`src/rtl/ship_pkg.sv`:
```
package ship_pkg;

  // screen coordinate and 4:4:4 pixel colour
  typedef logic [10:0] coord_t;
  typedef logic [11:0] rgb_t;

  localparam int SCREEN_W = 1024;

  // player ship sprite
  localparam int SHIP_W      = 64;
  localparam int SHIP_H      = 48;
  localparam int SHIP_Y      = 680;
  localparam int SHIP_X_INIT = 480;
  localparam int SHIP_STEP   = 4;
  localparam int SHIP_X_MAX  = SCREEN_W - SHIP_W;

  // row * SHIP_W + column
  localparam int   SPRITE_ADDR_W = 12;
  localparam int   SPRITE_DEPTH  = SHIP_W * SHIP_H;
  localparam rgb_t TRANSPARENT   = 12'h000;

  // player missile
  localparam int   MISSILE_W     = 4;
  localparam int   MISSILE_H     = 12;
  localparam int   MISSILE_STEP  = 8;
  localparam int   MISSILE_X_OFS = (SHIP_W - MISSILE_W) / 2;
  localparam rgb_t MISSILE_COLOR = 12'hff0;

  localparam int ENEMY_MISSILES = 3;

  // trapezoid hull, narrowing towards the bottom rows
  function automatic rgb_t sprite_color(input int row, input int col);
    int half;
    half = row / 2;
    if ((col < half) || (col >= SHIP_W - half)) begin
      return TRANSPARENT;
    end
    // red follows the row, green the column
    return {4'(row), 4'(col), 4'hf};
  endfunction

endpackage
```
`src/rtl/collision_detect.sv`:
```
`timescale 1ns/10ps

module collision_detect (
  input  logic             pclk,
  input  logic             rst_n_i,
  input  ship_pkg::coord_t ship_x_i,
  input  ship_pkg::coord_t en_x_i [ship_pkg::ENEMY_MISSILES],
  input  ship_pkg::coord_t en_y_i [ship_pkg::ENEMY_MISSILES],
  output logic             ship_dead_o
);
  import ship_pkg::*;

  logic [ENEMY_MISSILES-1:0] hit;
  logic                      in_x;
  logic                      in_y;

  // all enemy missiles tested in parallel against the ship box
  always_comb begin
    hit  = '0;
    in_x = 1'b0;
    in_y = 1'b0;
    for (int i = 0; i < ENEMY_MISSILES; i++) begin
      in_x = (en_x_i[i] >= ship_x_i) &&
             (int'(en_x_i[i]) < int'(ship_x_i) + SHIP_W);
      in_y = (int'(en_y_i[i]) >= SHIP_Y) &&
             (int'(en_y_i[i]) < SHIP_Y + SHIP_H);
      hit[i] = in_x && in_y;
    end
  end

  // sticky, only reset brings the ship back
  always_ff @(posedge pclk or negedge rst_n_i) begin
    if (!rst_n_i) begin
      ship_dead_o <= 1'b0;
    end else if (|hit) begin
      ship_dead_o <= 1'b1;
    end
  end

endmodule

```
`config.mk`:
```
export PLATFORM = sky130hd
export DESIGN_NAME = collision_detect
export DESIGN_NICKNAME = d
export VERILOG_FILES = /design/src/rtl/ship_pkg.sv /design/src/rtl/collision_detect.sv
export SDC_FILE = /design/constraint.sdc
export NUM_CORES = 1
export LEC_CHECK = 0
export ABC_AREA = 1
export BUFFER_PORTS_ARGS = -buffer_cell sky130_fd_sc_hd__buf_2
export CORE_ASPECT_RATIO = 0.9
export CORE_MARGIN = 1
export CORE_UTILIZATION = 51
export DETAILED_ROUTE_END_ITERATION = 8
export MAX_ROUTING_LAYER = met4
export PLACE_DENSITY = 0.88
export SLEW_MARGIN = 10
export SYNTH_ARGS = -nofsm -noshare
export SYNTH_HDL_FRONTEND = slang
export SYNTH_SLANG_ARGS = --single-unit
```
`constraint.sdc`:
```
create_clock -name pclk -period 2.15 [get_ports pclk]
set_clock_uncertainty 0.1 [all_clocks]
set_input_delay 0.215 -clock pclk [delete_from_list [all_inputs] [get_ports pclk]]
set_output_delay 0.215 -clock pclk [all_outputs]
set_load 0.01 [all_outputs]
```
==> results.txt, run 1 <==
----------------------------------------------------
[Yosys]
  Post-Syn Instances ... 278
  Proportion of synthesized flip-flops having asynchronous set or reset ... 100%
  #FFs+latches synth ... 1
  Syn Nets ... 395
  Fraction of the yosys area taken by sequential cells ... 1.55%
  Mean post-synth cell area ... 5.82 um^2
  Post-synth EDFFs ... 0
  Largest cells by area after synthesis ... ha_1 (29%), nand2_1 (17%), inv_1 (8.6%)
  Count of distinct cell types in the synthesized netlist ... 30
  Synthesized area ... 1620 um^2
  Number of warnings issued by yosys ... 0
  Most common flop cell mapped by yosys ... dfrtp_1
  Biggest area consumer among synthesized cells ... ha_1
  Area fraction of the dominant cell type after synthesis ... 29.4%

[Floorplan]
  Std-Cell Rows ... 19
  Area of the die ... 3400 um^2
  Top Ports ... 80
  Core Region ... 3040 um^2
  Initial core utilization ... 53.2%
  Die Height ... 55.4 um
  Floorplan die width ... 61.4 um

[Layout]
  Antenna diode instance count ... 0
  Core occupancy in the finished layout ... 66.4%
  Most common cell after layout, fill and taps aside ... nand2_1
  Area growth syn-to-layout ... 24.8%
  Largest register FFs ... 1
  Area of combinational cells with multiple inputs ... 1430 um^2
  Area occupied by registers ... 25.0 um^2
  Ratio of cells with drive above 1 in the final layout ... 24.4%
  Post-route cell area ... 2020 um^2
  Nets ... 467
  Top flop regs ... ship_dead_o: 1 flops
  Non-filler cells, final ... 390
  Most used cells in the layout excluding fill and tap cells ... nand2_1 (73), buf_2 (70), ha_1 (38)
  Top reg by flops ... ship_dead_o
  Fill cell count ... 296

[Placed design]
  Number of placed instances with taps included ... 389
  Minimum setup slack after placement ... 305 ps
  Estimated wirelength of the detail-placed design ... 3.58 mm
  Placer Congestion ... 0.917
  Total of buffers placed on input and output ports ... 70
  Cell Area, Placed ... 2010 um^2

[STA]
  Slew HR ... 85.1%
  Maximum clock frequency ... 530 MHz
  Smallest setup slack after layout ... 264 ps
  WHS ... 358 ps
  Number of max-slew violations in the final report ... 0
  Final setup vio count ... 0
  Pin slew with the least headroom to its limit ... 221 ps
  Final setup TNS ... 0 ps
  Post-route minimum period ... 1890 ps
  Setup repair after global routing missed its margin ... no
  Hold violation count in the final report ... 0
  Ratio of final minimum period to clock period ... 87.7%

[Power]
  Part of the power in registers ... 7.0%
  P_int ... 0.210 mW
  Maximum vdd ir drop ... 0.109 mV
  Switching part of the total power ... 52.7%
  PnR Total Power ... 0.443 mW
  Total leakage power ... 1.19 nW
  Clock power share ... 0%
  Combinational fraction of design power ... 93.0%
  Power dissipated by switching net loads ... 0.233 mW
  Pwr Density ... 219 nW/um^2

[Setup path]
  Highest fanout seen on the critical path ... 8
  Setup CP Type ... primary input to flip-flop
  Data required time of the worst path ... 1920 ps
  Critical Path Source Type ... primary input
  Crit. End Element ... flip-flop
  Arrival time at the worst endpoint ... 1660 ps

[Run]
  Max Cap Violations ... 0

[Detailed routing]
  Overall routed net length ... 3.91 mm
  Iteration-0 DRC count of the detailed router ... 111
  Via count ... 1996
  DR DRC count ... 0
  Average wire length per cell after detail routing ... 10.0 um
  Number of nets with antenna violations after routing ... 0
  Number of optimization iterations in the first detailed-route pass ... 4
  Drt via density ... 5.12

[Global route]
  Highest-utilization routing layer at the global route stage ... met2
  GR Layer Usage met2 ... 42.7%
  Number of antenna violations at the first check in global routing ... 0
  Wire length of the first global-routing pass ... 6.68 mm
  Via count of the first global-routing pass ... 1702
  Met3 track utilization from global routing ... 0%
  Met1 capacity usage during global routing ... 34.3%
  Largest net degree at the start of global routing ... 9
  Global-route usage over all layers ... 24.7%
  Final global-route overflow total ... 0

[Clocking]
  Insertion delay of the later-clocked pin in the worst-skew pair ... 0 ps
  Number of gates given a new drive strength after cts ... 0
  CTS clock-pin slew for the worst setup and hold paths ... 0 ps

[Hold path]
  Hold/Removal Path Class ... flip-flop to flip-flop

[Outcome]
  Status ... completed

----------------------------------------------------
-- area by class of cell --
cell class	instances	area share, %
inverter	40	7.43
timing repair buffer	71	17.8
sequential	1	1.24
multi-input combinational	236	70.9
tap	42	2.60
-- worst max-delay path: stages --
cell and delay [ps]:
buf_2 190, inv_1 120, ha_1 390, a21oi_1 160, o21ai_0 100, nand2_1 80, nand3_1 80, nor2_1 130
nor2_1 60, nand2_1 60, nand3_1 70
-- logic make-up (layout without fill, tap and decap cells) --
family / Yosys count / in the layout / share of synthesized area (%)
AOI/OAI and AO/OA: 45 / 45 / 15.1
adders and majority gates: 39 / 39 / 30.1
and+or+nand+nor: 150 / 150 / 42.2
buffers and inverters: 41 / 111 / 9.98
xor gates and xnor gates: 2 / 2 / 1.08
DFF: 1 / 1 / 1.55
-- layer usage --
| layer | wire [um] | vias up |
|---|---|---|
| met2 | 1880 | 46 |
| met1 | 1920 | 877 |
| met5 | 0 | - |
| met3 | 108 | 0 |
| li1 | - | 1073 |
| met4 | 0 | 0 |
-- power by group through the flow --
stage,Clock [mW],Sequential (mW),Combinational [mW]
5_1_grt,0,0.0323,0.474
3_5_place_dp,0,0.0313,0.408
4_1_cts,0,0.0313,0.411
6_report,0,0.0309,0.412
3_3_place_gp,0,0.0312,0.398
2_1_floorplan,0,0.0353,0.267
-- repair_timing --
item,in CTS,in global routing
buffers inserted,0,0
hold buffers,1,0
endpoints found under the hold margin,1,0
setup endpoints to repair,0,0
-- cell usage after synthesis, types with 2 or more instances --
| library cell | count |
|---|---|
| a21oi_1 | 27 |
| ha_1 | 38 |
| inv_1 | 37 |
| inv_2 | 3 |
| nand2_1 | 73 |
| nand2_2 | 2 |
| nand2_4 | 2 |
| nand3_1 | 24 |
| nand4_1 | 6 |
| nor2_1 | 28 |
| nor2_2 | 3 |
| nor3_1 | 4 |
| nor4_1 | 2 |
| o21a_1 | 3 |
| o21ai_0 | 10 |
| o21bai_1 | 2 |
-- path summary, 6_finish.rpt --
kind	cells after the start	slack, ps	from	endpoint
max in group asynchronous	2	1440	rst_n_i	ship_dead_o
min in group asynchronous	2	430	rst_n_i	ship_dead_o
setup / recovery	11	260	ship_x_i[6]	ship_dead_o
hold / removal	2	360	ship_dead_o	ship_dead_o
setup reg to reg	2	1410	ship_dead_o	ship_dead_o
hold reg to reg	2	360	ship_dead_o	ship_dead_o
Note: power is estimated with default switching activity, not from simulation.
==> run 2: changes to the inputs <==
--- a/config.mk
+++ b/config.mk
@@ -9,10 +9,10 @@
 export BUFFER_PORTS_ARGS = -buffer_cell sky130_fd_sc_hd__buf_2
 export CORE_ASPECT_RATIO = 0.9
 export CORE_MARGIN = 1
-export CORE_UTILIZATION = 51
+export CORE_UTILIZATION = 47
 export DETAILED_ROUTE_END_ITERATION = 8
 export MAX_ROUTING_LAYER = met4
-export PLACE_DENSITY = 0.88
+export PLACE_DENSITY = 0.82
 export SLEW_MARGIN = 10
 export SYNTH_ARGS = -nofsm -noshare
 export SYNTH_HDL_FRONTEND = slang
==> constraint.sdc (replaced) <==
create_clock -name pclk -period 1.95 [get_ports pclk]
set_clock_uncertainty 0.1 [all_clocks]
set_input_delay 0.195 -clock pclk [delete_from_list [all_inputs] [get_ports pclk]]
set_output_delay 0.195 -clock pclk [all_outputs]
set_load 0.02 [all_outputs]
==> results.txt, run 2 (synthesis gave the netlist of run 1 again) <==
----------------------------------------------------
[Floorplan]
  Initial core utilization ... 51.2%
  Floorplan die width ... 63.8 um
  Area of the die ... 3680 um^2
  Core Region ... 3160 um^2
  Top Ports ... 80
  Std-Cell Rows ... 19
  Die Height ... 57.7 um

[Power]
  Combinational fraction of design power ... 93.2%
  Maximum vdd ir drop ... 0.128 mV
  P_int ... 0.235 mW
  Switching part of the total power ... 53.0%
  Power dissipated by switching net loads ... 0.265 mW
  Total leakage power ... 1.20 nW
  PnR Total Power ... 0.499 mW
  Pwr Density ... 245 nW/um^2
  Part of the power in registers ... 6.8%
  Clock power share ... 0%

[Setup path]
  Crit path max-delay cell type ... ha_1
  Crit-path max cell delay ... 360 ps
  Critical Path Source Type ... primary input
  Setup CP Type ... primary input to flip-flop
  Crit-path cells ... buf_2 -> inv_1 -> ha_1 -> inv_1 -> nand2_1 -> o21ai_0 -> nand2_1 -> nand2_1 -> inv_1 -> nor2_2 -> nor2_1 -> nor2_1 -> nand3_1
  Gate family responsible for the most delay along the worst path ... simple AND/OR/NAND/NOR gates
  Crit. End Element ... flip-flop
  Arrival time at the worst endpoint ... 1560 ps
  Highest fanout seen on the critical path ... 5
  Data required time of the worst path ... 1720 ps
  Number of buffers and inverters on the critical path ... 4

[Placed design]
  Placer Congestion ... 0.836
  Number of placed instances with taps included ... 390
  Estimated wirelength of the detail-placed design ... 3.60 mm
  Total of buffers placed on input and output ports ... 70

[Layout]
  Top reg by flops ... ship_dead_o
  Nets ... 468
  Area growth syn-to-layout ... 26.1%
  Most used cells in the layout excluding fill and tap cells ... nand2_1 (73), buf_2 (70), ha_1 (37)
  Area of combinational cells with multiple inputs ... 1440 um^2
  Non-filler cells, final ... 391
  Area occupied by registers ... 25.0 um^2
  Most common cell after layout, fill and taps aside ... nand2_1
  Top flop regs ... ship_dead_o: 1 flops
  Largest register FFs ... 1
  Ratio of cells with drive above 1 in the final layout ... 25.2%
  Fill cell count ... 321
  Antenna diode instance count ... 0

[STA]
  Final setup TNS ... 0 ps
  Ratio of final minimum period to clock period ... 91.5%
  Post-route minimum period ... 1780 ps
  Slew HR ... 82.3%
  Pin slew with the least headroom to its limit ... 263 ps
  Number of max-slew violations in the final report ... 0
  Hold violation count in the final report ... 0
  Maximum clock frequency ... 560 MHz
  Setup repair after global routing missed its margin ... no
  Final setup vio count ... 0

[Clocking]
  Insertion delay of the later-clocked pin in the worst-skew pair ... 0 ps
  CTS clock-pin slew for the worst setup and hold paths ... 0 ps
  Setup fix buffers added after clock tree synthesis ... 0

[Global route]
  Largest net degree at the start of global routing ... 9
  Via count of the first global-routing pass ... 1795
  Number of antenna violations at the first check in global routing ... 0
  Global-route usage over all layers ... 23.4%
  Final global-route overflow total ... 0
  Wire length of the first global-routing pass ... 6.98 mm

[Detailed routing]
  DR DRC count ... 0
  Via count ... 1954
  Average wire length per cell after detail routing ... 10.1 um
  Drt via density ... 5.00
  Iteration-0 DRC count of the detailed router ... 66
  Number of optimization iterations in the first detailed-route pass ... 4
  Overall routed net length ... 3.96 mm
  Number of nets with antenna violations after routing ... 0

[Hold path]
  Hold/Removal Path Class ... flip-flop to flip-flop

[Run]
  Max Cap Violations ... 0

[Outcome]
  Status ... completed

----------------------------------------------------
==> run 2: layer usage <==
layer / vias up / share of wire, % / GRT usage, %
li1: 1078 / - / -
met1: 841 / 50 / 30.3
met2: 33 / 46 / 42.9
met3: 2 / 2.8 / 0.197
met4: 0 / 0.53 / 0.974
met5: - / 0 / -
==> run 2: final cells by class <==
| type | instances | share of cell area [%] |
|---|---|---|
| well taps | 42 | 2.58 |
| multi-input cells | 236 | 70.8 |
| repair buffers | 72 | 18.0 |
| inverters | 40 | 7.36 |
| flip-flops and latches | 1 | 1.23 |
==> run 2: what timing repair did <==
item                                    CTS  global route
endpoints found under the setup margin    0             1
hold endpoints to repair                  1             0
hold buffers                              1             0
resized for setup                         0             2
==> run 2: power groups by stage <==
stage | combinational [mW] | sequential [mW] | clock [mW]
global placement | 0.449 | 0.0342 | 0
finish | 0.465 | 0.0341 | 0
global route | 0.538 | 0.0358 | 0
detailed placement | 0.458 | 0.0343 | 0
CTS | 0.462 | 0.0343 | 0
floorplan | 0.295 | 0.0458 | 0
==> run 2: worst paths after layout <==
path	slack [ps]	depth (start not counted)	from	endpoint
setup / recovery	170	13	ship_x_i[6]	ship_dead_o
hold / removal	360	2	ship_dead_o	ship_dead_o
setup reg to reg	1210	2	ship_dead_o	ship_dead_o
hold reg to reg	360	2	ship_dead_o	ship_dead_o
max in group asynchronous	1250	2	rst_n_i	ship_dead_o
min in group asynchronous	410	2	rst_n_i	ship_dead_o
==> run 2: through the flow <==
| stage | area (um^2) | utilization [%] | hold WS [ps] | setup slack (ps) |
|---|---|---|---|---|
| 3_5_place_dp | 2020 | 63.8 | -130 | 209 |
| 4_1_cts | 2030 | 64.1 | 361 | 197 |
| 5_1_grt | 2040 | 64.5 | 398 | 14.1 |
| 6_report | 2040 | 64.5 | 357 | 165 |
| 3_3_place_gp | 2020 | 63.8 | -131 | 211 |
| 2_1_floorplan | 1620 | - | -201 | 482 |
==> run 2: worst min-delay path, cell delays in order, from the launching register on <==
cell and delay, ps:
dfrtp_1 320, nor2_1 50, nand3_1 50
==> run 3: changes to the inputs <==
--- a/config.mk
+++ b/config.mk
@@ -11,8 +11,9 @@
 export CORE_MARGIN = 1
 export CORE_UTILIZATION = 47
 export DETAILED_ROUTE_END_ITERATION = 8
+export GPL_ROUTABILITY_DRIVEN = 0
 export MAX_ROUTING_LAYER = met4
-export PLACE_DENSITY = 0.82
+export PLACE_DENSITY = 0.92
 export SLEW_MARGIN = 10
 export SYNTH_ARGS = -nofsm -noshare
 export SYNTH_HDL_FRONTEND = slang
==> results.txt, run 3 (synthesis gave the netlist of run 1 again) <==
----------------------------------------------------
[Outcome]
  Status ... completed

[Layout]
  Non-filler cells, final ... 391
  Area of combinational cells with multiple inputs ... 1430 um^2
  Nets ... 468
  Core occupancy in the finished layout ... 64.1%
  Antenna diode instance count ... 0
  Top flop regs ... ship_dead_o: 1 flops
  Top reg by flops ... ship_dead_o
  Most common cell after layout, fill and taps aside ... nand2_1
  Largest register FFs ... 1
  Fill cell count ... 314
  Post-route cell area ... 2030 um^2
  Area occupied by registers ... 25.0 um^2
  Ratio of cells with drive above 1 in the final layout ... 24.6%
  Most used cells in the layout excluding fill and tap cells ... nand2_1 (73), buf_2 (70), ha_1 (38)
  Area growth syn-to-layout ... 25.3%

[STA]
  Hold violation count in the final report ... 0
  Number of max-slew violations in the final report ... 0
  Maximum clock frequency ... 565 MHz
  Final setup TNS ... 0 ps
  Final setup vio count ... 0
  Smallest setup slack after layout ... 181 ps
  Pin slew with the least headroom to its limit ... 247 ps
  Setup repair after global routing missed its margin ... no
  Slew HR ... 83.4%
  Post-route minimum period ... 1770 ps
  WHS ... 357 ps
  Ratio of final minimum period to clock period ... 90.7%

[Floorplan]
  Std-Cell Rows ... 19
  Floorplan die width ... 63.8 um
  Area of the die ... 3680 um^2
  Die Height ... 57.7 um
  Top Ports ... 80
  Core Region ... 3160 um^2
  Initial core utilization ... 51.2%

[Setup path]
  Data required time of the worst path ... 1720 ps
  Highest fanout seen on the critical path ... 6
  Crit-path cells ... buf_2 -> inv_1 -> ha_1 -> a21oi_1 -> o21ai_0 -> nand2_1 -> nand3_1 -> nor2_1 -> nor2_1 -> nand2_1 -> nand3_1
  Gate family responsible for the most delay along the worst path ... simple AND/OR/NAND/NOR gates
  Number of buffers and inverters on the critical path ... 2
  Critical Path Source Type ... primary input
  Crit-path max cell delay ... 380 ps
  Arrival time at the worst endpoint ... 1540 ps
  Setup CP Type ... primary input to flip-flop
  Crit. End Element ... flip-flop
  Crit path max-delay cell type ... ha_1

[Detailed routing]
  Number of nets with antenna violations after routing ... 0
  Via count ... 2026
  Number of optimization iterations in the first detailed-route pass ... 7
  Drt via density ... 5.18
  DR DRC count ... 0
  Average wire length per cell after detail routing ... 10.2 um
  Iteration-0 DRC count of the detailed router ... 83
  Overall routed net length ... 4.00 mm

[Global route]
  Global-route usage over all layers ... 23.4%
  Number of antenna violations at the first check in global routing ... 0
  Via count of the first global-routing pass ... 1820
  Final global-route overflow total ... 0
  Wire length of the first global-routing pass ... 6.96 mm
  Largest net degree at the start of global routing ... 9

[Placed design]
  Estimated wirelength of the detail-placed design ... 3.63 mm
  Number of placed instances with taps included ... 390
  Total of buffers placed on input and output ports ... 70
  Cell Area, Placed ... 2020 um^2
  Minimum setup slack after placement ... 159 ps

[Power]
  Total leakage power ... 1.20 nW
  P_int ... 0.233 mW
  Combinational fraction of design power ... 93.2%
  Clock power share ... 0%
  Pwr Density ... 246 nW/um^2
  PnR Total Power ... 0.498 mW
  Switching part of the total power ... 53.2%
  Maximum vdd ir drop ... 0.107 mV
  Part of the power in registers ... 6.8%
  Power dissipated by switching net loads ... 0.265 mW

[Run]
  Max Cap Violations ... 0

[Clocking]
  Insertion delay of the later-clocked pin in the worst-skew pair ... 0 ps
  Setup fix buffers added after clock tree synthesis ... 0
  CTS clock-pin slew for the worst setup and hold paths ... 0 ps

[Hold path]
  Hold/Removal Path Class ... flip-flop to flip-flop

----------------------------------------------------
-- run 3: cell count changes in the layout (fill, tap and decap cells not counted) --
cell,previous run,this run
ha_1,37,38
ha_4,1,0
inv_1,36,37
inv_2,4,3
o21ai_0,10,9
o21ai_1,0,1
-- run 3: final timing paths --
kind,slack [ps],depth (start not counted),start,to
worst min register to register,360,2,ship_dead_o,ship_dead_o
max in group asynchronous,1250,2,rst_n_i,ship_dead_o
worst max-delay path,180,11,ship_x_i[6],ship_dead_o
worst max register to register,1210,2,ship_dead_o,ship_dead_o
min in group asynchronous,410,2,rst_n_i,ship_dead_o
worst min-delay path,360,2,ship_dead_o,ship_dead_o
-- run 3: routing by layer --
layer  vias to the layer above  routed length [um]  GRT usage, %
li1                       1079                   -             -
met1                       885                1770          29.0
met2                        56                1950          43.6
met3                         6                 225         0.591
met4                         0                  54          2.60
met5                         -                   0             -
-- run 3: cell type report --
class	instances	area share, %
Tap cell	42	2.59
Timing Repair Buffer	72	18.1
Inverter	40	7.41
Multi-Input combinational cell	236	70.6
Sequential cell	1	1.23
-- run 3: worst min-delay path, delay by kind of cell (launching register included) --
family	cells	cell delay, ps
AND/OR/NAND/NOR	2	100
flip-flops	1	320
-- run 3: power groups by stage --
stage	sequential, mW	combinational, mW	clock (mW)
after floorplan	0.0458	0.295	0
after global placement	0.0344	0.446	0
after detailed placement	0.0342	0.459	0
after CTS	0.0342	0.463	0
after global routing	0.0359	0.535	0
final	0.0341	0.464	0
-- run 3: what timing repair did --
item / CTS / global route
hold buffers: 1 / 0
gates resized for setup: 0 / 1
hold endpoints to repair: 1 / 0
endpoints found under the setup margin: 0 / 1
